--- src/memory_pkg.sv ---
/* widths, cache size, root table PPN and PTE field positions
   shared by the walkers, the translation path caches and the page-table memory */
package memory_pkg;

  // virtual page number, split in three 9 bit level indices
  localparam int VPN_PART_LEN = 9;
  localparam int PT_LEVELS    = 3;
  localparam int VPN_LEN      = PT_LEVELS * VPN_PART_LEN; // vpn2 | vpn1 | vpn0

  localparam int PPN_LEN = 44; // physical page number

  // page-table entry layout
  localparam int PTE_LEN       = 64;
  localparam int PTE_VALID_BIT = 0;
  localparam int PTE_LEAF_BIT  = 1;
  localparam int PTE_PPN_LSB   = 10; // ppn sits in bits 53..10

  // translation path cache
  localparam int MMUC_ENTRIES = 4;
  localparam int MMUC_TAG_LEN = 2 * VPN_PART_LEN; // vpn2 and vpn1 of a walk

  // page-table memory, word addressed
  localparam int PT_ADDR_LEN = 10;
  // table ppn bits that survive in a memory address
  localparam int PT_TBL_LEN  = PT_ADDR_LEN - VPN_PART_LEN;

  // root table, fixed since there is no satp
  localparam logic [PPN_LEN-1:0] ROOT_PPN = 44'h000_0000_0000;

endpackage

--- src/pt_arbiter.sv ---
/* round-robin arbiter of the two walkers onto the page-table read port */
`timescale 1ns/10ps

module pt_arbiter (
  input  logic                                     clk_i,
  input  logic                                     rst_ni,
  input  logic [1:0]                               req_i,   // [0] i-side, [1] d-side
  input  logic [1:0][memory_pkg::PT_ADDR_LEN-1:0] addr_i,
  output logic [1:0]                               gnt_o,
  output logic [1:0]                               rvalid_o, // one cycle after gnt_o
  output logic [memory_pkg::PT_ADDR_LEN-1:0]       addr_o,
  output logic                                     rd_en_o
);

  logic       last_q; // last winner
  logic [1:0] gnt_q;
  logic [1:0] req_m;

  // a walker still holds its request while its data returns, skip it then
  assign req_m = req_i & ~gnt_q;

  always_comb begin
    if (&req_m) gnt_o = last_q ? 2'b01 : 2'b10; // the other side goes first
    else        gnt_o = req_m;
  end

  always_ff @(posedge clk_i or negedge rst_ni) begin
    if (!rst_ni) begin
      last_q <= 1'b0;
      gnt_q  <= '0;
    end else begin
      gnt_q <= gnt_o;
      if (|gnt_o) last_q <= gnt_o[1];
    end
  end

  assign rvalid_o = gnt_q; // memory answers one cycle after the grant
  assign addr_o   = gnt_o[1] ? addr_i[1] : addr_i[0];
  assign rd_en_o  = |gnt_o;

endmodule

--- config.mk ---
export PLATFORM = sky130hd
export DESIGN_NAME = pt_arbiter
export DESIGN_NICKNAME = d
export VERILOG_FILES = /design/src/memory_pkg.sv /design/src/pt_arbiter.sv
export SDC_FILE = /design/constraint.sdc
export NUM_CORES = 1
export LEC_CHECK = 0
export ABC_AREA = 1
export ABC_CLOCK_PERIOD_IN_PS = 1500
export BUFFER_PORTS_ARGS = -buffer_cell sky130_fd_sc_hd__buf_2
export CAP_MARGIN = 20
export CORE_AREA = 2 2 39 41
export CTS_BUF_LIST = sky130_fd_sc_hd__clkbuf_8
export DETAILED_ROUTE_END_ITERATION = 8
export DIE_AREA = 0 0 41 43
export GPL_ROUTABILITY_DRIVEN = 0
export PLACE_DENSITY = 0.6
export SYNTH_ARGS = -nofsm -noshare
export SYNTH_HDL_FRONTEND = slang
export SYNTH_SLANG_ARGS = --single-unit
--- constraint.sdc ---
create_clock -name clk_i -period 1.5 [get_ports clk_i]
set_clock_uncertainty 0.1 [all_clocks]
set_input_delay 0.375 -clock clk_i [delete_from_list [all_inputs] [get_ports clk_i]]
set_output_delay 0.375 -clock clk_i [all_outputs]
set_load 0.05 [all_outputs]
* After elaboration in Yosys (flattened, before gate mapping) *
Index checks and enable logic that the tools add are counted.

storage, ports and cells
  output and inout port bits = 15
  logic and storage cells = 9
  flip-flop bits (word level) = 3
  input port bits = 24

operators by class
  bitwise gates (word level) = 2
  reductions and logical operators = 2
  muxes and demuxes = 3

operators with widths
  operator             number
  two-way mux 10 bit   1
  two-way mux 2 bit    2
  bitwise AND 2 bit    1
  inverter 2 bit       1
  AND reduction 2 bit  1
  OR reduction 2 bit   1

* Longest topological paths before layout *
  word-level depth = 5
  mapped depth = 6

* Least setup slack after synthesis *
OpenSTA, ideal clock, no wires.

  path type = reg2out
  start = reg gnt_q[0] (netlist: rvalid_o[0])
  end = out addr_o[0] (netlist bit)
  arrival = 1.367 ns
  cell stages (with the launch flop) = 6
  slack = -0.342 ns
  cell sequence = dfrtp_1 inv_1 nand3_1 buf_4 nand3_1 nand2_1

between the ends
  word-level cells in the longest chain between the ends = 5

ends and longest elaborated chain
  item                    line              source
  from (decl)             pt_arbiter.sv:16  logic [1:0] gnt_q;
  from (signal assigned)  pt_arbiter.sv:32  gnt_q <= gnt_o;
  inverter 2 bit          pt_arbiter.sv:20  assign req_m = req_i & ~gnt_q;
  bitwise AND 2 bit       pt_arbiter.sv:20
  AND reduction 2 bit     pt_arbiter.sv:23  if (&req_m) gnt_o = last_q ? 2'b01 : 2'b10;
  two-way mux 2 bit       pt_arbiter.sv:23
  two-way mux 10 bit      pt_arbiter.sv:38  assign addr_o = gnt_o[1] ? addr_i[1] : addr_i[0];
  to (decl)               pt_arbiter.sv:11  output logic [memory_pkg::PT_ADDR_LEN-1:0] addr_o,

Every way passes these cells.

* Worst setup path in the final report *
  start = reg gnt_q[1] (netlist: rvalid_o[1])
  end = out addr_o[1] (netlist bit)

between the ends
  word-level cells in the longest chain between the ends = 5

ends and longest elaborated chain
  item                  line
  inverter 2 bit *      pt_arbiter.sv:20
  bitwise AND 2 bit *   pt_arbiter.sv:20
  AND reduction 2 bit   pt_arbiter.sv:23
  two-way mux 2 bit *   pt_arbiter.sv:23
  two-way mux 10 bit *  pt_arbiter.sv:38

Mark *: on every way between the ends. The rest lies on a longest branch, timed or not.

==> impl_metrics.yaml <==
power:
  swShare_pct: 47.8
  switchingPower_w: 0.000555
  seq_power_share_pct: 10.2
  ir_drop_v: 0.000957
  powerDensity_nw_per_um2: 1200
  p_int_w: 0.000607
  power_leakage_nw: 0.495
  p_clk_share_pct: 19.6
  pwr-share-comb_pct: 70.2
cells_and_area:
  nNetsFinal: 123
  instances_no_fill: 114
  final_cell_area_um2: 967
  fillers: 108
  syn2layout_area_growth_pct: 232
  n_antenna_cell: 0
  drive_gt1_share_pct: 88.8
clock_network:
  h-tree-depth: 1
  clk_latency_ns: 0.22
  cts_sinks: 3
  cts_inserted_buffers: 3
  path_clk_slew_ns: 0.03
  clk_path_buf_depth: 2
  clockRootBuffer: "clkbuf_8"
  cts_tree: "built"
grt:
  antenna_found_initial: 0
  grt.overflow.total: 0
  grt_max_degree: 11
  grt_first_pass_wirelength_mm: 2.00
  grt_pass1_vias: 509
  grt_usage_pct: 16.6
detailed_routing:
  first_pass_iters: 2
  drtIter0Drc: 2
  routed_via_density: 4.37
  wl_per_cell_um: 11.4
  route.detailed.drc: 0
  dr_total_vias: 498
  routed_wl_mm: 1.30
  ant_nets: 0
timing:
  period_minus_slack_ns: 1.77
  drv_slew: 0
  max_slew_margin_pct: 82.0
  finalWorstSetupSlack_ns: -0.267
  finalHoldViolations: 0
  tightestPinTransition_ns: 0.269
  setup_viol: 13
  max_freq_mhz: 566
  finalCritPeriodShare_pct: 118
  rsz0062_at_grt: "yes"
synth:
  syn_avg_cell_area_um2: 5.83
  synth-edff-count: 0
  ys_top_cells_by_area: "nand2_1, dfrtp_1, nand3_1"
  synth_seq_cells: 3
  synth_fp_nets: 74
  synth_common_cells: "nand2_1, nand3_1, inv_1, dfrtp_1, buf_4"
  synth_top_area_share_pct: 29.6
  syn-cell-area_um2: 292
  yosysMostFrequentCell: "nand2_1"
  synth_cell_types: 10
  yosys.area.top_type: "nand2_1"
  synthCells: 50
  synthFlopType: "dfrtp_1"
  yosys_warnings: 0
  synth_async_sr_flop_share_pct: 100
  ys_seq_area_share_pct: 25.8
die:
  row_count: 14
  die_area_um2: 1760
  coreArea_um2: 1380
  initial_utilization_pct: 21.1
  die_h_um: 43
  ioPinCount: 39
  die_w_um: 41
hold_path:
  hold_path.class: "input port to asynchronous set/reset pin"
worst_setup_path:
  path_cells: "nor2_4 -> buf_6 -> nand3_2 -> nand2_4 -> buf_8"
  end_kind: "primary output"
  r2r_slack_ns: 0.31
  critical_path.slowest_cell: "dfrtp_2"
  arrival_ns: 1.29
  worstRegToRegCells: 6
  cp_top_family: "flip-flops"
  critPathLaunchType: "register"
  worstReg2RegStart: "rvalid_o[1]$_DFF_PN0_"
  crit_fanout: 8
  crit_type: "register to primary output"
  worst_path_largest_cell_delay_ns: 0.41
  cp_num_cells: 5
  reg2reg_to: "rvalid_o[0]$_DFF_PN0_"
  crit_required_ns: 1.02
  crit_buf_inv: 2
placement:
  io_buffers: 38
  post-place-ws_ns: -0.202
  post-place-cells: 108
  placed_area_um2: 651
  hpwl_um: 809
status:
  violations: "negative setup slack"
  status: "complete, but fails checks"
flow_run:
  maxCapViolCount: 0
stage by stage:
stage,hold slack [ns],TNS [ns],total power (W),util [%]
floorplan,-0.0206,-0.908,0.000552,-
global placement,0.0699,-2.39,0.000695,47.0
detailed placement,0.0722,-2.39,0.000700,47.0
CTS,0.383,-3.09,0.00111,65.6
global route,0.426,-3.83,0.00122,69.9
finish,0.419,-3.03,0.00116,69.9
routing by layer:
layer  track usage (%)  part of all wire, %  vias to the layer above
met5                 0                    0                        -
met4              4.00                    0                        0
met3              4.71                  4.9                        0
met2              30.6                   65                       16
met1              16.7                   30                      231
li1                  -                    -                      251
cell families after synthesis:
logic type	after synthesis	synth area share [%]
buf+inv	9	16.7
compound gates	1	1.72
simple gates	37	55.8
flops	3	25.8
layout make-up:
cell class	count	area [µm²]	share of cell area (%)
repair buffers	47	407	42.0
multi-input cells	38	392	40.5
well taps	16	20.0	2.07
flip-flops and latches	3	77.6	8.02
inverters	6	26.3	2.72
clock buffers	3	41.3	4.27
clock inverters	1	3.75	0.388
state kept, by name, summed over array words and instances (netlist names):
signal / flops
last_q: 1
rvalid_o: 2
placed cells by master (no fill, tap or decap):
cell / instances
nand3_2: 7
dfrtp_2: 2
o21ai_0: 1
nand2_2: 4
nand3_1: 1
buf_4: 4
buf_8: 11
clkinvlp_4: 1
nand2_1: 2
buf_6: 5
buf_2: 25
inv_2: 2
nor2_4: 1
dlygate4sd3_1: 1
clkbuf_8: 3
nor2_1: 1
inv_1: 4
dfrtp_1: 1
nand2_8: 1
nand3_4: 3
nand2_4: 17
buf_12: 1
timing repair:
action | 4_1_cts | 5_1_grt
resized for setup | 58 | 11
hold buffers | 1 | 0
endpoints found under the hold margin | 3 | 0
buffers inserted | 0 | 1
pin swaps | 2 | 1
endpoints found under the setup margin | 13 | 13
worst max path at each step:
stage,slack [ns],endpoint,from
2_1_floorplan,-0.08,gnt_o[1],rvalid_o[0]$_DFF_PN0_
6_report,-0.27,addr_o[1],rvalid_o[1]$_DFF_PN0_
3_5_place_dp,-0.20,addr_o[5],req_i[1]
3_3_place_gp,-0.20,addr_o[1],req_i[1]
4_1_cts,-0.25,addr_o[9],rvalid_o[0]$_DFF_PN0_
5_1_grt,-0.32,addr_o[1],rvalid_o[1]$_DFF_PN0_
power by group through the flow:
stage                     clock [W]  combinational (W)  sequential [W]
after CTS                  0.000232           0.000758        0.000116
after floorplan                   0           0.000407        0.000146
final                      0.000228           0.000816        0.000119
after detailed placement          0           0.000583        0.000117
after global placement            0           0.000579        0.000116
after global routing       0.000243           0.000859        0.000122
worst reg2reg max path, cell delays in order, from the launching register on:
cell,delay (ns)
dfrtp_2,0.41
nor2_4,0.15
buf_6,0.15
nand2_4,0.05
nand2_4,0.06
inv_2,0.04
buf_4,0.12
Note: power is estimated with default switching activity, not from simulation.
