`src/memory_pkg.sv`:
```
/* widths, cache size, root table PPN and PTE field positions
   shared by the walkers, the translation path caches and the page-table memory */
package memory_pkg;

  // virtual page number, split in three 9 bit level indices
  localparam int VPN_PART_LEN = 9;
  localparam int PT_LEVELS    = 3;
  localparam int VPN_LEN      = PT_LEVELS * VPN_PART_LEN; // vpn2 | vpn1 | vpn0

  localparam int PPN_LEN = 44; // physical page number

  // page-table entry layout
  localparam int PTE_LEN       = 64;
  localparam int PTE_VALID_BIT = 0;
  localparam int PTE_LEAF_BIT  = 1;
  localparam int PTE_PPN_LSB   = 10; // ppn sits in bits 53..10

  // translation path cache
  localparam int MMUC_ENTRIES = 4;
  localparam int MMUC_TAG_LEN = 2 * VPN_PART_LEN; // vpn2 and vpn1 of a walk

  // page-table memory, word addressed
  localparam int PT_ADDR_LEN = 10;
  // table ppn bits that survive in a memory address
  localparam int PT_TBL_LEN  = PT_ADDR_LEN - VPN_PART_LEN;

  // root table, fixed since there is no satp
  localparam logic [PPN_LEN-1:0] ROOT_PPN = 44'h000_0000_0000;

endpackage

```
`src/tpc_regfile.sv`:
```
/* storage of the translation path cache: two tag/data pairs per line,
   plus partial and valid bits, with side-selective writes and flush */
`timescale 1ns/10ps

module tpc_regfile #(
  parameter int ADDR_LEN = memory_pkg::MMUC_ENTRIES // number of lines
) (
  input  logic                                                   clk_i,
  input  logic                                                   rst_ni,
  input  logic                                                   wr_en_i,      // write one side
  input  logic                                                   wr_part_en_i, // complete line
  input  logic [memory_pkg::VPN_PART_LEN-1:0]                    tag_i,
  input  logic [memory_pkg::PPN_LEN-1:0]                         data_i,
  input  logic                                                   partial_i,
  input  logic                                                   flush_i,
  input  logic [ADDR_LEN-1:0]                                    decoded_waddr_i, // one-hot
  input  logic                                                   which_side_i,
  output logic [ADDR_LEN-1:0][1:0][memory_pkg::VPN_PART_LEN-1:0] tag_vec_o,
  output logic [ADDR_LEN-1:0][1:0][memory_pkg::PPN_LEN-1:0]      data_vec_o,
  output logic [ADDR_LEN-1:0]                                    partial_vec_o,
  output logic [ADDR_LEN-1:0]                                    valid_vec_o
);

  logic [ADDR_LEN-1:0][1:0][memory_pkg::VPN_PART_LEN-1:0] tag_q;
  logic [ADDR_LEN-1:0][1:0][memory_pkg::PPN_LEN-1:0]      data_q;
  logic [ADDR_LEN-1:0]                                    partial_q;
  logic [ADDR_LEN-1:0]                                    valid_q;

  // payload, side 1 holds the vpn2 step and side 0 the vpn1 step
  always_ff @(posedge clk_i) begin
    for (int k = 0; k < ADDR_LEN; k++) begin
      if (decoded_waddr_i[k]) begin
        if (wr_en_i) begin
          tag_q[k][which_side_i]  <= tag_i;
          data_q[k][which_side_i] <= data_i;
          partial_q[k]            <= partial_i;
        end else if (wr_part_en_i) begin // second step of the trace
          tag_q[k][0]  <= tag_i;
          data_q[k][0] <= data_i;
          partial_q[k] <= 1'b0;
        end
      end
    end
  end

  always_ff @(posedge clk_i or negedge rst_ni) begin
    if (!rst_ni) begin
      valid_q <= '0;
    end else if (flush_i) begin
      valid_q <= '0; // flush wins over a write in the same cycle
    end else if (wr_en_i) begin
      valid_q <= valid_q | decoded_waddr_i;
    end
  end

  assign tag_vec_o     = tag_q;
  assign data_vec_o    = data_q;
  assign partial_vec_o = partial_q;
  assign valid_vec_o   = valid_q;

endmodule

```
`src/tpc_comp_block.sv`:
```
/* compare of the vpn2/vpn1 lookup tag against every cache line,
   giving hit, full hit and a hit vector that prefers full hits */
`timescale 1ns/10ps

module tpc_comp_block #(
  parameter int REG_ENTRIES  = memory_pkg::MMUC_ENTRIES,
  parameter int HALF_TAG_LEN = memory_pkg::VPN_PART_LEN
) (
  input  logic [1:0][HALF_TAG_LEN-1:0]                   tag_i,     // [1] vpn2, [0] vpn1
  input  logic [REG_ENTRIES-1:0][1:0][HALF_TAG_LEN-1:0] tag_vec_i,
  input  logic [REG_ENTRIES-1:0]                        partial_vec_i,
  input  logic [REG_ENTRIES-1:0]                        valid_vec_i,
  output logic                                          hit_o,      // vpn2 matched somewhere
  output logic                                          full_hit_o, // both levels matched
  output logic [REG_ENTRIES-1:0]                        hit_vec_o
);

  logic [REG_ENTRIES-1:0] part_vec; // lines matching on vpn2
  logic [REG_ENTRIES-1:0] full_vec; // lines matching on vpn2 and vpn1

  always_comb begin
    for (int k = 0; k < REG_ENTRIES; k++) begin
      part_vec[k] = valid_vec_i[k] && (tag_vec_i[k][1] == tag_i[1]);
      // a partial line has no valid vpn1 step yet
      full_vec[k] = part_vec[k] && !partial_vec_i[k] && (tag_vec_i[k][0] == tag_i[0]);
    end
  end

  assign hit_o      = |part_vec;
  assign full_hit_o = |full_vec;
  assign hit_vec_o  = full_hit_o ? full_vec : part_vec; // full-hit lines first

endmodule

```
`src/mmu_cache.sv`:
```
/* translation path cache: regfile and compare block, hit registers,
   FIFO replacement pointer, write address mux and ppn selection */
`timescale 1ns/10ps

module mmu_cache (
  input  logic                                     clk_i,
  input  logic                                     rst_ni,
  input  logic                                     req_valid_i,  // lookup strobe
  input  logic [1:0][memory_pkg::VPN_PART_LEN-1:0] tags_i,       // [1] vpn2, [0] vpn1
  input  logic                                     wr_en_i,
  input  logic                                     wr_partial_i, // complete the line
  input  logic                                     which_side_i,
  input  logic [memory_pkg::VPN_PART_LEN-1:0]      wtag_i,
  input  logic [memory_pkg::PPN_LEN-1:0]           wdata_i,
  input  logic                                     wpartial_i,
  input  logic                                     try_update_i, // once per missed walk
  input  logic                                     flush_i,
  output logic [memory_pkg::PPN_LEN-1:0]           ppn_o,
  output logic                                     hit_o,
  output logic                                     full_hit_o
);

  logic [memory_pkg::MMUC_ENTRIES-1:0][1:0][memory_pkg::VPN_PART_LEN-1:0] tag_vec;
  logic [memory_pkg::MMUC_ENTRIES-1:0][1:0][memory_pkg::PPN_LEN-1:0]      data_vec;
  logic [memory_pkg::MMUC_ENTRIES-1:0] partial_vec;
  logic [memory_pkg::MMUC_ENTRIES-1:0] valid_vec;
  logic [memory_pkg::MMUC_ENTRIES-1:0] dec_waddr;    // one-hot write select
  logic [memory_pkg::MMUC_ENTRIES-1:0] hit_vec_d, hit_vec_q;
  logic [memory_pkg::MMUC_ENTRIES-1:0] replace_vec_q; // FIFO pointer, one-hot
  logic                                hit_d, hit_q;
  logic                                full_hit;
  logic                                update_fifo;
  logic [1:0][memory_pkg::PPN_LEN-1:0] sel_ppns;     // trace of the selected line

  tpc_regfile #(
    .ADDR_LEN(memory_pkg::MMUC_ENTRIES)
  ) i_regfile (
    .clk_i          (clk_i),
    .rst_ni         (rst_ni),
    .wr_en_i        (wr_en_i),
    .wr_part_en_i   (wr_partial_i),
    .tag_i          (wtag_i),
    .data_i         (wdata_i),
    .partial_i      (wpartial_i),
    .flush_i        (flush_i),
    .decoded_waddr_i(dec_waddr),
    .which_side_i   (which_side_i),
    .tag_vec_o      (tag_vec),
    .data_vec_o     (data_vec),
    .partial_vec_o  (partial_vec),
    .valid_vec_o    (valid_vec)
  );

  tpc_comp_block #(
    .REG_ENTRIES (memory_pkg::MMUC_ENTRIES),
    .HALF_TAG_LEN(memory_pkg::MMUC_TAG_LEN / 2)
  ) i_comp (
    .tag_i        (tags_i),
    .tag_vec_i    (tag_vec),
    .partial_vec_i(partial_vec),
    .valid_vec_i  (valid_vec),
    .hit_o        (hit_d),
    .full_hit_o   (full_hit),
    .hit_vec_o    (hit_vec_d)
  );

  assign update_fifo = try_update_i & ~hit_q; // a hit line is refreshed in place

  // hit state of the last lookup picks the line for later writes
  always_ff @(posedge clk_i or negedge rst_ni) begin
    if (!rst_ni) begin
      hit_q     <= 1'b0;
      hit_vec_q <= '0;
    end else if (req_valid_i) begin
      hit_q     <= hit_d;
      hit_vec_q <= hit_vec_d;
    end else if (update_fifo) begin
      // keep pointing at the victim so the vpn1 step lands in the same line
      hit_q     <= 1'b1;
      hit_vec_q <= replace_vec_q;
    end
  end

  always_ff @(posedge clk_i or negedge rst_ni) begin
    if (!rst_ni) begin
      replace_vec_q <= memory_pkg::MMUC_ENTRIES'(1); // entry 0 first
    end else if (update_fifo) begin
      replace_vec_q <= {replace_vec_q[0], replace_vec_q[memory_pkg::MMUC_ENTRIES-1:1]};
    end
  end

  assign dec_waddr = hit_q ? hit_vec_q : replace_vec_q;

  // lowest index line that hit
  always_comb begin
    sel_ppns = data_vec[0];
    for (int k = memory_pkg::MMUC_ENTRIES - 1; k >= 0; k--) begin
      if (hit_vec_d[k]) sel_ppns = data_vec[k];
    end
  end

  assign ppn_o      = full_hit ? sel_ppns[0] : sel_ppns[1]; // level-0 or level-1 table
  assign hit_o      = hit_d;
  assign full_hit_o = full_hit;

endmodule

```
`src/ptw.sv`:
```
/* page table walker: cache lookup, level skipping, reads through the
   arbiter, cache fill on pointer reads, leaf and fault reporting */
`timescale 1ns/10ps

module ptw (
  input  logic                               clk_i,
  input  logic                               rst_ni,
  input  logic                               flush_i,
  input  logic                               req_i,     // start pulse
  input  logic [memory_pkg::VPN_LEN-1:0]     vpn_i,
  input  logic                               rvalid_i,
  input  logic [memory_pkg::PTE_LEN-1:0]     rdata_i,
  output logic                               busy_o,
  output logic                               done_o,
  output logic [memory_pkg::PPN_LEN-1:0]     ppn_o,
  output logic                               superpage_o,
  output logic                               fault_o,
  output logic                               rd_req_o,  // held until served
  output logic [memory_pkg::PT_ADDR_LEN-1:0] rd_addr_o
);

  typedef enum logic [1:0] {S_IDLE, S_LOOKUP, S_READ} state_t;

  state_t                                   state_q;
  logic [memory_pkg::VPN_LEN-1:0]           vpn_q;
  logic [1:0]                               lvl_q, start_lvl, cur_lvl;
  logic [memory_pkg::PT_TBL_LEN-1:0]        tbl_q, cur_tbl;
  logic                                     first_q;  // no cache write yet in this walk
  logic [memory_pkg::PPN_LEN-1:0]           mmuc_ppn, start_tbl, pte_ppn;
  logic                                     mmuc_req, mmuc_hit, mmuc_full_hit;
  logic [1:0][memory_pkg::VPN_PART_LEN-1:0] mmuc_tags;
  logic                                     pte_valid, pte_leaf, ptr_rd, finish;
  logic                                     wr_en, wr_partial, top_lvl;

  mmu_cache i_mmuc (
    .clk_i       (clk_i),
    .rst_ni      (rst_ni),
    .req_valid_i (mmuc_req),
    .tags_i      (mmuc_tags),
    .wr_en_i     (wr_en),
    .wr_partial_i(wr_partial),
    .which_side_i(top_lvl),
    .wtag_i      (vpn_q[lvl_q*memory_pkg::VPN_PART_LEN +: memory_pkg::VPN_PART_LEN]),
    .wdata_i     (pte_ppn),
    .wpartial_i  (top_lvl),
    .try_update_i((wr_en | wr_partial) & first_q),
    .flush_i     (flush_i),
    .ppn_o       (mmuc_ppn),
    .hit_o       (mmuc_hit),
    .full_hit_o  (mmuc_full_hit)
  );

  assign mmuc_req  = (state_q == S_LOOKUP);
  assign mmuc_tags = vpn_q[memory_pkg::VPN_LEN-1 -: memory_pkg::MMUC_TAG_LEN];

  // where the walk starts: level 0 on full hit, 1 on partial, root otherwise
  assign start_lvl = mmuc_full_hit ? 2'd0 : mmuc_hit ? 2'd1 : 2'(memory_pkg::PT_LEVELS - 1);
  assign start_tbl = mmuc_hit ? mmuc_ppn : memory_pkg::ROOT_PPN;

  // the first read goes out in the lookup cycle
  assign cur_lvl   = mmuc_req ? start_lvl : lvl_q;
  assign cur_tbl   = mmuc_req ? start_tbl[memory_pkg::PT_TBL_LEN-1:0] : tbl_q;
  assign rd_req_o  = (state_q == S_LOOKUP) || (state_q == S_READ);
  assign rd_addr_o = {cur_tbl, vpn_q[cur_lvl*memory_pkg::VPN_PART_LEN +: memory_pkg::VPN_PART_LEN]};

  // pte decode
  assign pte_valid = rdata_i[memory_pkg::PTE_VALID_BIT];
  assign pte_leaf  = rdata_i[memory_pkg::PTE_LEAF_BIT];
  assign pte_ppn   = rdata_i[memory_pkg::PTE_PPN_LSB +: memory_pkg::PPN_LEN];

  assign ptr_rd  = (state_q == S_READ) && rvalid_i && pte_valid && !pte_leaf && (lvl_q != 2'd0);
  assign finish  = (state_q == S_READ) && rvalid_i && !ptr_rd; // leaf, invalid or bad level 0
  assign top_lvl = (lvl_q == 2'(memory_pkg::PT_LEVELS - 1));

  // vpn2 step opens a partial line, vpn1 step completes it
  assign wr_en      = ptr_rd & top_lvl;
  assign wr_partial = ptr_rd & ~top_lvl;

  always_ff @(posedge clk_i or negedge rst_ni) begin
    if (!rst_ni) begin
      state_q <= S_IDLE;
      lvl_q   <= '0;
      tbl_q   <= '0;
      first_q <= 1'b0;
    end else begin
      case (state_q)
        S_IDLE: if (req_i) state_q <= S_LOOKUP;
        S_LOOKUP: begin
          state_q <= S_READ;
          lvl_q   <= start_lvl;
          tbl_q   <= start_tbl[memory_pkg::PT_TBL_LEN-1:0];
          first_q <= 1'b1;
        end
        S_READ: if (rvalid_i) begin
          first_q <= 1'b0;
          if (finish) begin
            state_q <= S_IDLE;
          end else begin // descend one level
            lvl_q <= lvl_q - 2'd1;
            tbl_q <= pte_ppn[memory_pkg::PT_TBL_LEN-1:0];
          end
        end
        default: state_q <= S_IDLE;
      endcase
    end
  end

  always_ff @(posedge clk_i) begin
    if (state_q == S_IDLE && req_i) vpn_q <= vpn_i; // payload only
  end

  assign busy_o      = (state_q != S_IDLE);
  assign done_o      = finish;
  assign fault_o     = !(pte_valid && pte_leaf);
  assign superpage_o = pte_valid && pte_leaf && (lvl_q != 2'd0);

  // superpage, low vpn parts fill the ppn below the leaf level
  always_comb begin
    ppn_o = pte_ppn;
    for (int k = 0; k < memory_pkg::PT_LEVELS - 1; k++) begin
      if (lvl_q > k) begin
        ppn_o[k*memory_pkg::VPN_PART_LEN +: memory_pkg::VPN_PART_LEN] =
          vpn_q[k*memory_pkg::VPN_PART_LEN +: memory_pkg::VPN_PART_LEN];
      end
    end
  end

endmodule

```
`config.mk`:
```
export PLATFORM = sky130hd
export DESIGN_NAME = ptw
export DESIGN_NICKNAME = d
export VERILOG_FILES = /design/src/memory_pkg.sv /design/src/tpc_regfile.sv /design/src/tpc_comp_block.sv /design/src/mmu_cache.sv /design/src/ptw.sv
export SDC_FILE = /design/constraint.sdc
export NUM_CORES = 1
export LEC_CHECK = 0
export BUFFER_PORTS_ARGS = -buffer_cell sky130_fd_sc_hd__clkbuf_2
export CAP_MARGIN = 20
export CORE_MARGIN = 10
export CORE_UTILIZATION = 55
export CTS_CLUSTER_SIZE = 20
export DETAILED_ROUTE_END_ITERATION = 7
export PLACE_DENSITY = 0.86
export SLEW_MARGIN = 25
export SYNTH_ARGS = -nofsm -noshare
export SYNTH_HDL_FRONTEND = slang
export SYNTH_HIERARCHICAL = 1
export SYNTH_SLANG_ARGS = --single-unit
```
`constraint.sdc`:
```
create_clock -name clk_i -period 12.4 [get_ports clk_i]
set_clock_uncertainty 0.05 [all_clocks]
set_input_delay 2.48 -clock clk_i [delete_from_list [all_inputs] [get_ports clk_i]]
set_output_delay 2.48 -clock clk_i [all_outputs]
set_load 0.01 [all_outputs]
```
Yosys cells after proc, flatten, opt, wreduce, memory -nomap -nowiden
Index checks and enable logic that the tools add are counted.
W data, S select, Z words.
{"block": "classes", "addsub": 1, "multipliers": 2, "magnitude_cmp": 4, "n_eq_ne": 15, "shifts": 2, "n_mux": 56, "bitwise": 8, "n_reduce_logical": 49}
{"operator": "$bwmux W88", "count": 4}
{"operator": "$mux W44", "count": 6}
{"operator": "$mux W45", "count": 4}
{"operator": "$bwmux W18", "count": 4}
{"operator": "$eq A9 B9 Y1", "count": 8}
{"operator": "$mux W9", "count": 8}
{"operator": "$shiftx A27 B7 Y9", "count": 2}
{"operator": "$demux W44 S1", "count": 1}
{"operator": "$mux W4", "count": 6}
{"operator": "$logic_and A1 B1 Y1", "count": 21}
{"operator": "$reduce_and A2 Y1", "count": 9}
{"operator": "$mux W2", "count": 8}
{"operator": "$mul A2 B4 Y6 const B", "count": 2}
{"operator": "$reduce_bool A2 Y1", "count": 6}
{"operator": "$mux W1", "count": 10}
{"operator": "$demux W9 S1", "count": 1}
{"operator": "$ne A2 B2 Y1 const B", "count": 4}
{"operator": "$reduce_or A4 Y1", "count": 2}
{"operator": "$logic_not A1 Y1", "count": 7}
{"operator": "$pmux W2 S3", "count": 1}
{"operator": "$reduce_and A3 Y1", "count": 2}
{"operator": "$and A1 B1 Y1", "count": 4}
{"operator": "$eq A2 B2 Y1 const B", "count": 2}
{"operator": "$gt A2 B1 Y1 const B", "count": 2}
{"operator": "11 further kinds", "count": 13}
{"block": "totals", "ff_bits": 474, "out_inout_bits": 59, "elab_cells": 166}

Depth between registers and ports, before layout
Gate-level depths: netlist of run 1.
{"block": "logic_depth", "ltp_word": 13, "depth_mapped": 15, "ltp_nobuf": 10}

Cells and area by module
Netlist of run 1, hierarchy kept.
{"mod": "tpc_regfile", "n_inst": 1, "cells_each": 516, "area_each_um2": 13457.9, "seq_area_each_um2": 12952.4}
{"mod": "mmu_cache", "n_inst": 1, "cells_each": 501, "area_each_um2": 4092.7, "seq_area_each_um2": 226.5}
{"mod": "ptw", "n_inst": 1, "cells_each": 182, "area_each_um2": 2118.3, "seq_area_each_um2": 960.9}
{"mod": "tpc_comp_block", "n_inst": 1, "cells_each": 123, "area_each_um2": 1022.2, "seq_area_each_um2": 0.0}

Least setup slack after synthesis of run 1
No wires, ideal clock.
{"block": "synth_timing", "path_type": "input port to flip-flop", "from": "in rdata_i[0] (netlist name)", "to": "reg i_mmuc.i_regfile.data_q (netlist bit i_mmuc/i_regfile/data_vec_o[0]), enable pin", "setup_ns": 0.478, "t_arrival_ns": 5.745, "setup_slack_ns": 6.127, "stages": 5, "path_buffers": 0, "cell_sequence": "nor3b_2 and3_1 and2_1 nand2b_1 a21boi_1"}
{"block": "synth_between", "elab_chain_len": 6, "elab_cells_between_ends": 7}
{"element": "start: declaration", "line_no": "ptw.sv:12", "text": "input logic [memory_pkg::PTE_LEN-1:0] rdata_i,"}
{"element": "$logic_and A1 B1 Y1 (3 in series)", "line_no": "ptw.sv:71", "text": "assign ptr_rd = (state_q == S_READ) && rvalid_i && pte_valid && !pte_leaf && (lvl_q != 2'd0);"}
{"element": "$and A1 B1 Y1", "line_no": "ptw.sv:76", "text": "assign wr_en = ptr_rd & top_lvl;"}
{"element": "net wr_en", "line_no": "ptw.sv:33", "text": "logic wr_en, wr_partial, top_lvl;"}
{"element": "$reduce_bool A2 Y1 (no source line)"}
{"element": "$reduce_and A2 Y1 (no source line)"}
{"element": "end signal: indexed assignment", "line_no": "tpc_regfile.sv:35", "text": "data_q[k][which_side_i] <= data_i;"}
{"element": "end signal: indexed assignment", "line_no": "tpc_regfile.sv:39", "text": "data_q[k][0] <= data_i;"}
{"element": "end: declaration", "line_no": "tpc_regfile.sv:25", "text": "logic [ADDR_LEN-1:0][1:0][memory_pkg::PPN_LEN-1:0] data_q;"}
The timed path passes the listed nets, and every way through them passes these cells.
A chain may end at the register's enable or synchronous reset.

Worst setup path in the final report of run 1
{"block": "layout_timing", "from": "reg vpn_q[10] (netlist name)", "to": "out rd_addr_o[9] (netlist name)"}
{"block": "layout_between", "elab_chain_len": 11, "elab_cells_between_ends": 17}
{"element": "start: declaration", "line_no": "ptw.sv:25", "text": "logic [memory_pkg::VPN_LEN-1:0] vpn_q;"}
{"element": "start signal: assignment", "line_no": "ptw.sv:109", "text": "if (state_q == S_IDLE && req_i) vpn_q <= vpn_i;"}
{"element": "$eq A9 B9 Y1", "line_no": "tpc_comp_block.sv:25", "text": "full_vec[k] = part_vec[k] && !partial_vec_i[k] && (tag_vec_i[k][0] == tag_i[0]);"}
{"element": "$logic_and A1 B1 Y1", "line_no": "tpc_comp_block.sv:25"}
{"element": "$reduce_or A4 Y1", "line_no": "tpc_comp_block.sv:30", "text": "assign full_hit_o = |full_vec;"}
{"element": "$mux W4 (*)", "line_no": "tpc_comp_block.sv:31", "text": "assign hit_vec_o = full_hit_o ? full_vec : part_vec;"}
{"element": "net i_mmuc.hit_vec_d (one bit)", "line_no": "mmu_cache.sv:28", "text": "logic [memory_pkg::MMUC_ENTRIES-1:0] hit_vec_d, hit_vec_q;"}
{"element": "$mux W45 (*) (4 in series)", "line_no": "mmu_cache.sv:98", "text": "if (hit_vec_d[k]) sel_ppns = data_vec[k];"}
{"element": "$mux W1 (*)", "line_no": "mmu_cache.sv:102", "text": "assign ppn_o = full_hit ? sel_ppns[0] : sel_ppns[1];"}
{"element": "net mmuc_ppn (one bit)", "line_no": "ptw.sv:29", "text": "logic [memory_pkg::PPN_LEN-1:0] mmuc_ppn, start_tbl, pte_ppn;"}
{"element": "$mux W1 (*)", "line_no": "ptw.sv:58", "text": "assign start_tbl = mmuc_hit ? mmuc_ppn : memory_pkg::ROOT_PPN;"}
{"element": "$mux W1 (*)", "line_no": "ptw.sv:62", "text": "assign cur_tbl = mmuc_req ? start_tbl[memory_pkg::PT_TBL_LEN-1:0] : tbl_q;"}
{"element": "end: declaration", "line_no": "ptw.sv:19", "text": "output logic [memory_pkg::PT_ADDR_LEN-1:0] rd_addr_o"}
Mark *: on every way through the listed nets, which the timed path passes. The rest lies on a longest branch.

==> results of run 1 <==
cell type report:
type,instances,area (µm²),share of cell area
Tap cell,147,184,0.0251
Multi-Input combinational cell,289,2290,0.313
Timing Repair Buffer,85,428,0.0584
Sequential cell,130,3810,0.520
Clock inverter,14,145,0.0198
Inverter,11,41.3,0.00563
Clock buffer,18,429,0.0586
worst max path at each step:
stage / end / slack (ns) / depth (start not counted)
after floorplan: done_o / 7.06 / 2
after global placement: rd_addr_o[9] / 6.82 / 10
after detailed placement: rd_addr_o[9] / 6.66 / 10
after CTS: rd_addr_o[9] / 6.20 / 10
after global routing: rd_addr_o[9] / 6.10 / 10
final: rd_addr_o[9] / 6.22 / 10
per-stage QoR:
| stage | util | std cells | power [µW] | setup WS [ns] | instance area (µm²) |
|---|---|---|---|---|---|
| floorplan | - | 501 | 791 | 7.06 | 6630 |
| global placement | 0.566 | 662 | 851 | 6.82 | 6750 |
| detailed placement | 0.566 | 662 | 869 | 6.66 | 6750 |
| CTS | 0.614 | 694 | 1350 | 6.20 | 7320 |
| global route | 0.615 | 694 | 1410 | 6.10 | 7330 |
| finish | 0.615 | 694 | 1350 | 6.22 | 7330 |
power by group through the flow:
stage	logic, µW	registers, µW	clock network (µW)
finish	276	590	484
global route	305	593	509
CTS	276	588	488
detailed placement	273	597	0
global placement	259	592	0
floorplan	223	567	0
sequential cells by signal, indices dropped and copies added, names as in the netlist:
name / cells
vpn_q: 27
state_q: 2
i_mmuc/i_regfile/tag_vec_o: 72
i_mmuc/hit_q: 1
i_mmuc/i_regfile/partial_vec_o: 4
tbl_q: 1
i_mmuc/hit_vec_q: 4
lvl_q: 2
i_mmuc/i_regfile/valid_vec_o: 4
i_mmuc/i_regfile/data_vec_o: 8
first_q: 1
i_mmuc/replace_vec_q: 4
placed cells by master (no fill, tap or decap), types with 13 or more instances in the layout:
master / n
clkbuf_2: 84
nor2_1: 16
edfxtp_1: 111
nand4_1: 13
and2_1: 13
xnor2_1: 40
xor2_1: 28
clkbuf_16: 17
nand2_1: 23
mux2i_1: 22
dfrtp_1: 18
mux2_2: 19
layer usage:
metal / GRT usage / routed length [µm] / vias to the layer above / part of all wire
met5: 0 / 0 / - / 0
met4: 0.0919 / 361 / 0 / 0.024
met3: 0.0649 / 1120 / 31 / 0.076
met2: 0.310 / 7760 / 183 / 0.53
met1: 0.196 / 5510 / 1960 / 0.37
li1: - / - / 1829 / -
critical path: stages (launching register included):
cell and delay, ns:
edfxtp_1 0.63, xor2_1 0.24, nor4_1 0.57, nand4_1 0.27
a41o_1 0.36, mux2_2 0.30, a221oi_1 0.30, o22ai_1 0.21
nand3_1 0.12, o21ai_1 0.07, clkbuf_2 0.15
==> qor.csv, run 1 <==
metric,value,unit
status,completed,
antenna_found_initial,0,
clock_sinks,130,
drive_above_1_share,0.280,
cp-start-kind,register,
floorplan.initialDensity,0.556,
dp_hpwl,10.8,mm
diodes,0,
min_path_cells,1,
h-tree-depth,4,
combinationalPowerShare,0.204,
ant_nets,0,
cp-startpoint,vpn_q[10]$_DFFE_PP_,
wire_per_inst,21.3,µm
cts_buffers,17,
maxCapViolCount,0,
portBuffers,84,
grt_start_max_net_pins,28,
io-pin-count,155,
power_frac_clock,0.359,
clock.fmax,0.162,GHz
p_sw,388,µW
finalCritPeriodShare,0.498,
row_count,40,
min_to,state_q[1]$_DFFE_PN0P_,
postSynthCellCount,501,
cts_tree,done,
fill_cells,845,
setup_viol,0,
seqPwrFrac,0.437,
p_int,961,µW
hold_start,state_q[1]$_DFFE_PN0P_,
viasPerCell,5.77,
vias,4003,
first_pass_iters,4,
peakVddDrop,141,µV
syn-num-nets,604,
grt_usage,0.182,
required,9.87,ns
r2r_start,lvl_q[1]$_DFFE_PN0P_,
powerDensity,184,nW/µm²
crit_fanout,7,
fp.dieH,130,µm
cts_resized,0,
core_area,11900,µm²
grt_pass1_wl,23.4,mm
synth_warnings,6,
die_x,130,µm
slew_viol_final,0,
ctsHoldBuffers,0,
setup-tns-final,0,ns
die_area,16800,µm²
path_class,register to primary output,
layout.nets,637,
cts.clk_slew.worst_paths,0.05,ns
syn-cell-area,6630,µm²
syn_area_per_cell,13.2,µm²
worst_setup_path_end_kind,primary output,
worst_pin_slew,1.07,ns
rsz0062_at_grt,false,
timing.reg2reg.setup_slack,8.60,ns
drt_wl_total,14.7,mm
post-cts-setup-buffer-count,0,
r2r_end,i_mmuc/i_regfile/data_vec_o[264]$_DFFE_PP_,
hold_slack,0.476,ns
first_iter_violations,279,
gp_congestion,0.814,
clockBufferDepth,2,
clkLatencyLatePin,0.42,ns
drc_errors,0,
worstHoldPathType,register to register,
switching_share,0.288,
leakagePower,0.00283,µW
layout_min_cycle_time,6.18,ns
r2r_cells,7,
grt_overflow,0,
cts-root-buf,clkbuf_16,
final-hold-violation-count,0,
syn_to_final_growth,10.6,%
first_global_vias,4518,
timing.slew.headroom,0.282,
arrival,3.65,ns
Note: power is estimated with default switching activity, not from simulation.
==> run 2: changes to the inputs <==
==> constraint.sdc (replaced) <==
create_clock -name clk_i -period 6.2 [get_ports clk_i]
set_clock_uncertainty 0.05 [all_clocks]
set_input_delay 1.24 -clock clk_i [delete_from_list [all_inputs] [get_ports clk_i]]
set_output_delay 1.24 -clock clk_i [all_outputs]
set_load 0.01 [all_outputs]
==> run 2 against run 1 <==
- total power increased by 98%
- flip-flop and latch count unchanged
- clock power grew 93%
- worst hold slack got worse by 0.0050 ns
- clock-buffer cell count up 1
- design area fell by 0.26%
- combinational power increased by 100%
- first-iteration DRC count rose by 28%
- die area stayed put
- largest power group unchanged
- highest routed layer unchanged
==> qor.csv, run 2 (synthesis gave the netlist of run 1 again) <==
metric,value,unit,change
r2r_end,i_mmuc/i_regfile/tag_vec_o[0]$_DFFE_PP_,,was i_mmuc/i_regfile/data_vec_o[264]$_DFFE_PP_
cp_slowest_cell,edfxtp_1,,unchanged
cts-root-buf,clkbuf_16,,unchanged
vias,4016,,"was 4,003"
first_iter_violations,358,,was 279
worst_setup_path_end_kind,primary output,,unchanged
fin_total_pwr,2670,µW,was 1350 µW
powerDensity,365,nW/µm²,was 184 nW/µm²
setup-tns-final,0,ns,unchanged
clock.fmax,0.204,GHz,
timing.reg2reg.setup_slack,2.51,ns,was 8.60 ns
required,4.91,ns,was 9.87 ns
wire_per_inst,21.0,µm,was 21.3 µm
drc_errors,0,,unchanged
layout_common_cells,"edfxtp_1, clkbuf_2, xnor2_1, xor2_1, nand2_1",,unchanged
worst_pin_slew,0.946,ns,was 1.07 ns
clock_sinks,130,,unchanged
final_common_cell,edfxtp_1,,unchanged
cp_num_buf_inv,1,,unchanged
post-cts-setup-buffer-count,0,,unchanged
switching_share,0.293,,was 0.288
cp-startpoint,vpn_q[10]$_DFFE_PP_,,unchanged
power_frac_clock,0.350,,was 0.359
r2r_start,lvl_q[1]$_DFFE_PN0P_,,unchanged
slew_viol_final,0,,unchanged
p_sw,781,µW,was 388 µW
gp_congestion,0.774,,was 0.814
drive_above_1_share,0.282,,was 0.280
crit_chain,xor2_1 > nor4_1 > nand4_2 > a41o_1 > mux2_2 > a221oi_1 > o22ai_1 > nand3_1 > o21ai_1 > clkbuf_2,,was xor2_1 > nor4_1 > nand4_1 > a41o_1 > mux2_2 > a221oi_1 > o22ai_1 > nand3_1 > o21ai_1 > clkbuf_2
die_area,16800,µm²,unchanged
layout.nets,637,,unchanged
ctsHoldBuffers,0,,unchanged
first_pass_iters,5,,was 4
fp.dieH,130,µm,unchanged
largest_reg_flops,72,,unchanged
worstHoldPathType,register to register,,unchanged
first_global_vias,4396,,"was 4,518"
h-tree-depth,4,,unchanged
cts_resized,0,,unchanged
clockBufferDepth,2,,unchanged
path_class,register to primary output,,unchanged
cts.clk_slew.worst_paths,0.05,ns,about the same
setup_ws,1.30,ns,was 6.22 ns
viasPerCell,5.79,,was 5.77
multiInputGateArea,2290,µm²,about the same
fin_cells,694,,unchanged
cp-start-kind,register,,unchanged
grt_overflow,0,,unchanged
io-pin-count,155,,unchanged
cts_tree,done,,unchanged
r2r_cells,7,,unchanged
core_area,11900,µm²,unchanged
final-hold-violation-count,0,,unchanged
syn_to_final_growth,10.3,%,was 10.6%
arrival,3.61,ns,was 3.65 ns
fill_cells,843,,was 845
seqPwrFrac,0.441,,was 0.437
diodes,0,,unchanged
hold_start,state_q[1]$_DFFE_PN0P_,,unchanged
grt_usage,0.180,,was 0.182
dp_hpwl,10.6,mm,was 10.8 mm
floorplan.initialDensity,0.556,,unchanged
grt_start_max_net_pins,28,,unchanged
combinationalPowerShare,0.209,,was 0.204
layout_min_cycle_time,4.90,ns,
p_int,1880,µW,was 961 µW
setup_viol,0,,unchanged
antenna_found_initial,0,,unchanged
dp.cells,662,,unchanged
peakVddDrop,309,µV,was 141 µV
maxCapViolCount,0,,unchanged
finalCritPeriodShare,0.790,,
leakagePower,0.00281,µW,was 0.00283 µW
critPathMaxStageDelay,0.62,ns,was 0.63 ns
hold_slack,0.471,ns,was 0.476 ns
crit_family,simple AND/OR/NAND/NOR gates,,unchanged
seqCellArea,3810,µm²,unchanged
ant_nets,0,,unchanged
grt_pass1_wl,23.0,mm,was 23.4 mm
timing.slew.headroom,0.368,,was 0.282
portBuffers,84,,unchanged
min_path_cells,1,,unchanged
cts_buffers,17,,unchanged
clkLatencyLatePin,0.42,ns,about the same
crit_fanout,7,,unchanged
status,completed,,unchanged
drt_wl_total,14.6,mm,was 14.7 mm
row_count,40,,unchanged
die_x,130,µm,unchanged
min_to,state_q[1]$_DFFE_PN0P_,,unchanged
rsz0062_at_grt,false,,unchanged
pre_cts_ws,1.79,ns,was 6.66 ns
==> run 2: cell count changes in the layout (fill, tap and decap cells not counted), sizes merged <==
| cell | previous run | this run |
|---|---|---|
| clkinv | 10 | 9 |
| clkbuf | 102 | 103 |
| clkinvlp | 2 | 3 |
| bufinv | 3 | 2 |
==> run 2: metal layers <==
metal / up-vias / wire (µm) / part of all wire / global-route usage
met3: 57 / 1020 / 0.070 / 0.0576
met2: 180 / 7390 / 0.51 / 0.305
met4: 0 / 576 / 0.040 / 0.0959
met5: - / 0 / 0 / 0
met1: 1954 / 5600 / 0.38 / 0.198
li1: 1825 / - / - / -
==> run 2: how the worst max path moves through the flow <==
stage / cells past startpoint / endpoint
6_report: 10 / rd_addr_o[9]
5_1_grt: 10 / rd_addr_o[9]
4_1_cts: 10 / rd_addr_o[9]
3_5_place_dp: 10 / rd_addr_o[9]
3_3_place_gp: 10 / rd_addr_o[9]
2_1_floorplan: 12 / rd_addr_o[9]
==> run 2: power groups by stage <==
| stage | combinational, µW | sequential [µW] | clock, µW |
|---|---|---|---|
| CTS | 559 | 1170 | 940 |
| global route | 609 | 1180 | 982 |
| finish | 556 | 1180 | 932 |
| global placement | 518 | 1180 | 0 |
| detailed placement | 545 | 1190 | 0 |
| floorplan | 447 | 1130 | 0 |
==> run 2: layout make-up <==
class	instances	area share
multi-input cells	289	0.314
clock buffers	19	0.0592
well taps	147	0.0252
clock inverters	13	0.0163
inverters	11	0.00565
repair buffers	85	0.0585
flip-flops and latches	130	0.521
==> run 2: stage by stage <==
| step | instance area (µm²) | utilization |
|---|---|---|
| after global placement | 6750 | 0.566 |
| final | 7310 | 0.614 |
| after detailed placement | 6750 | 0.566 |
| after global routing | 7310 | 0.614 |
| after floorplan | 6630 | - |
| after CTS | 7300 | 0.613 |
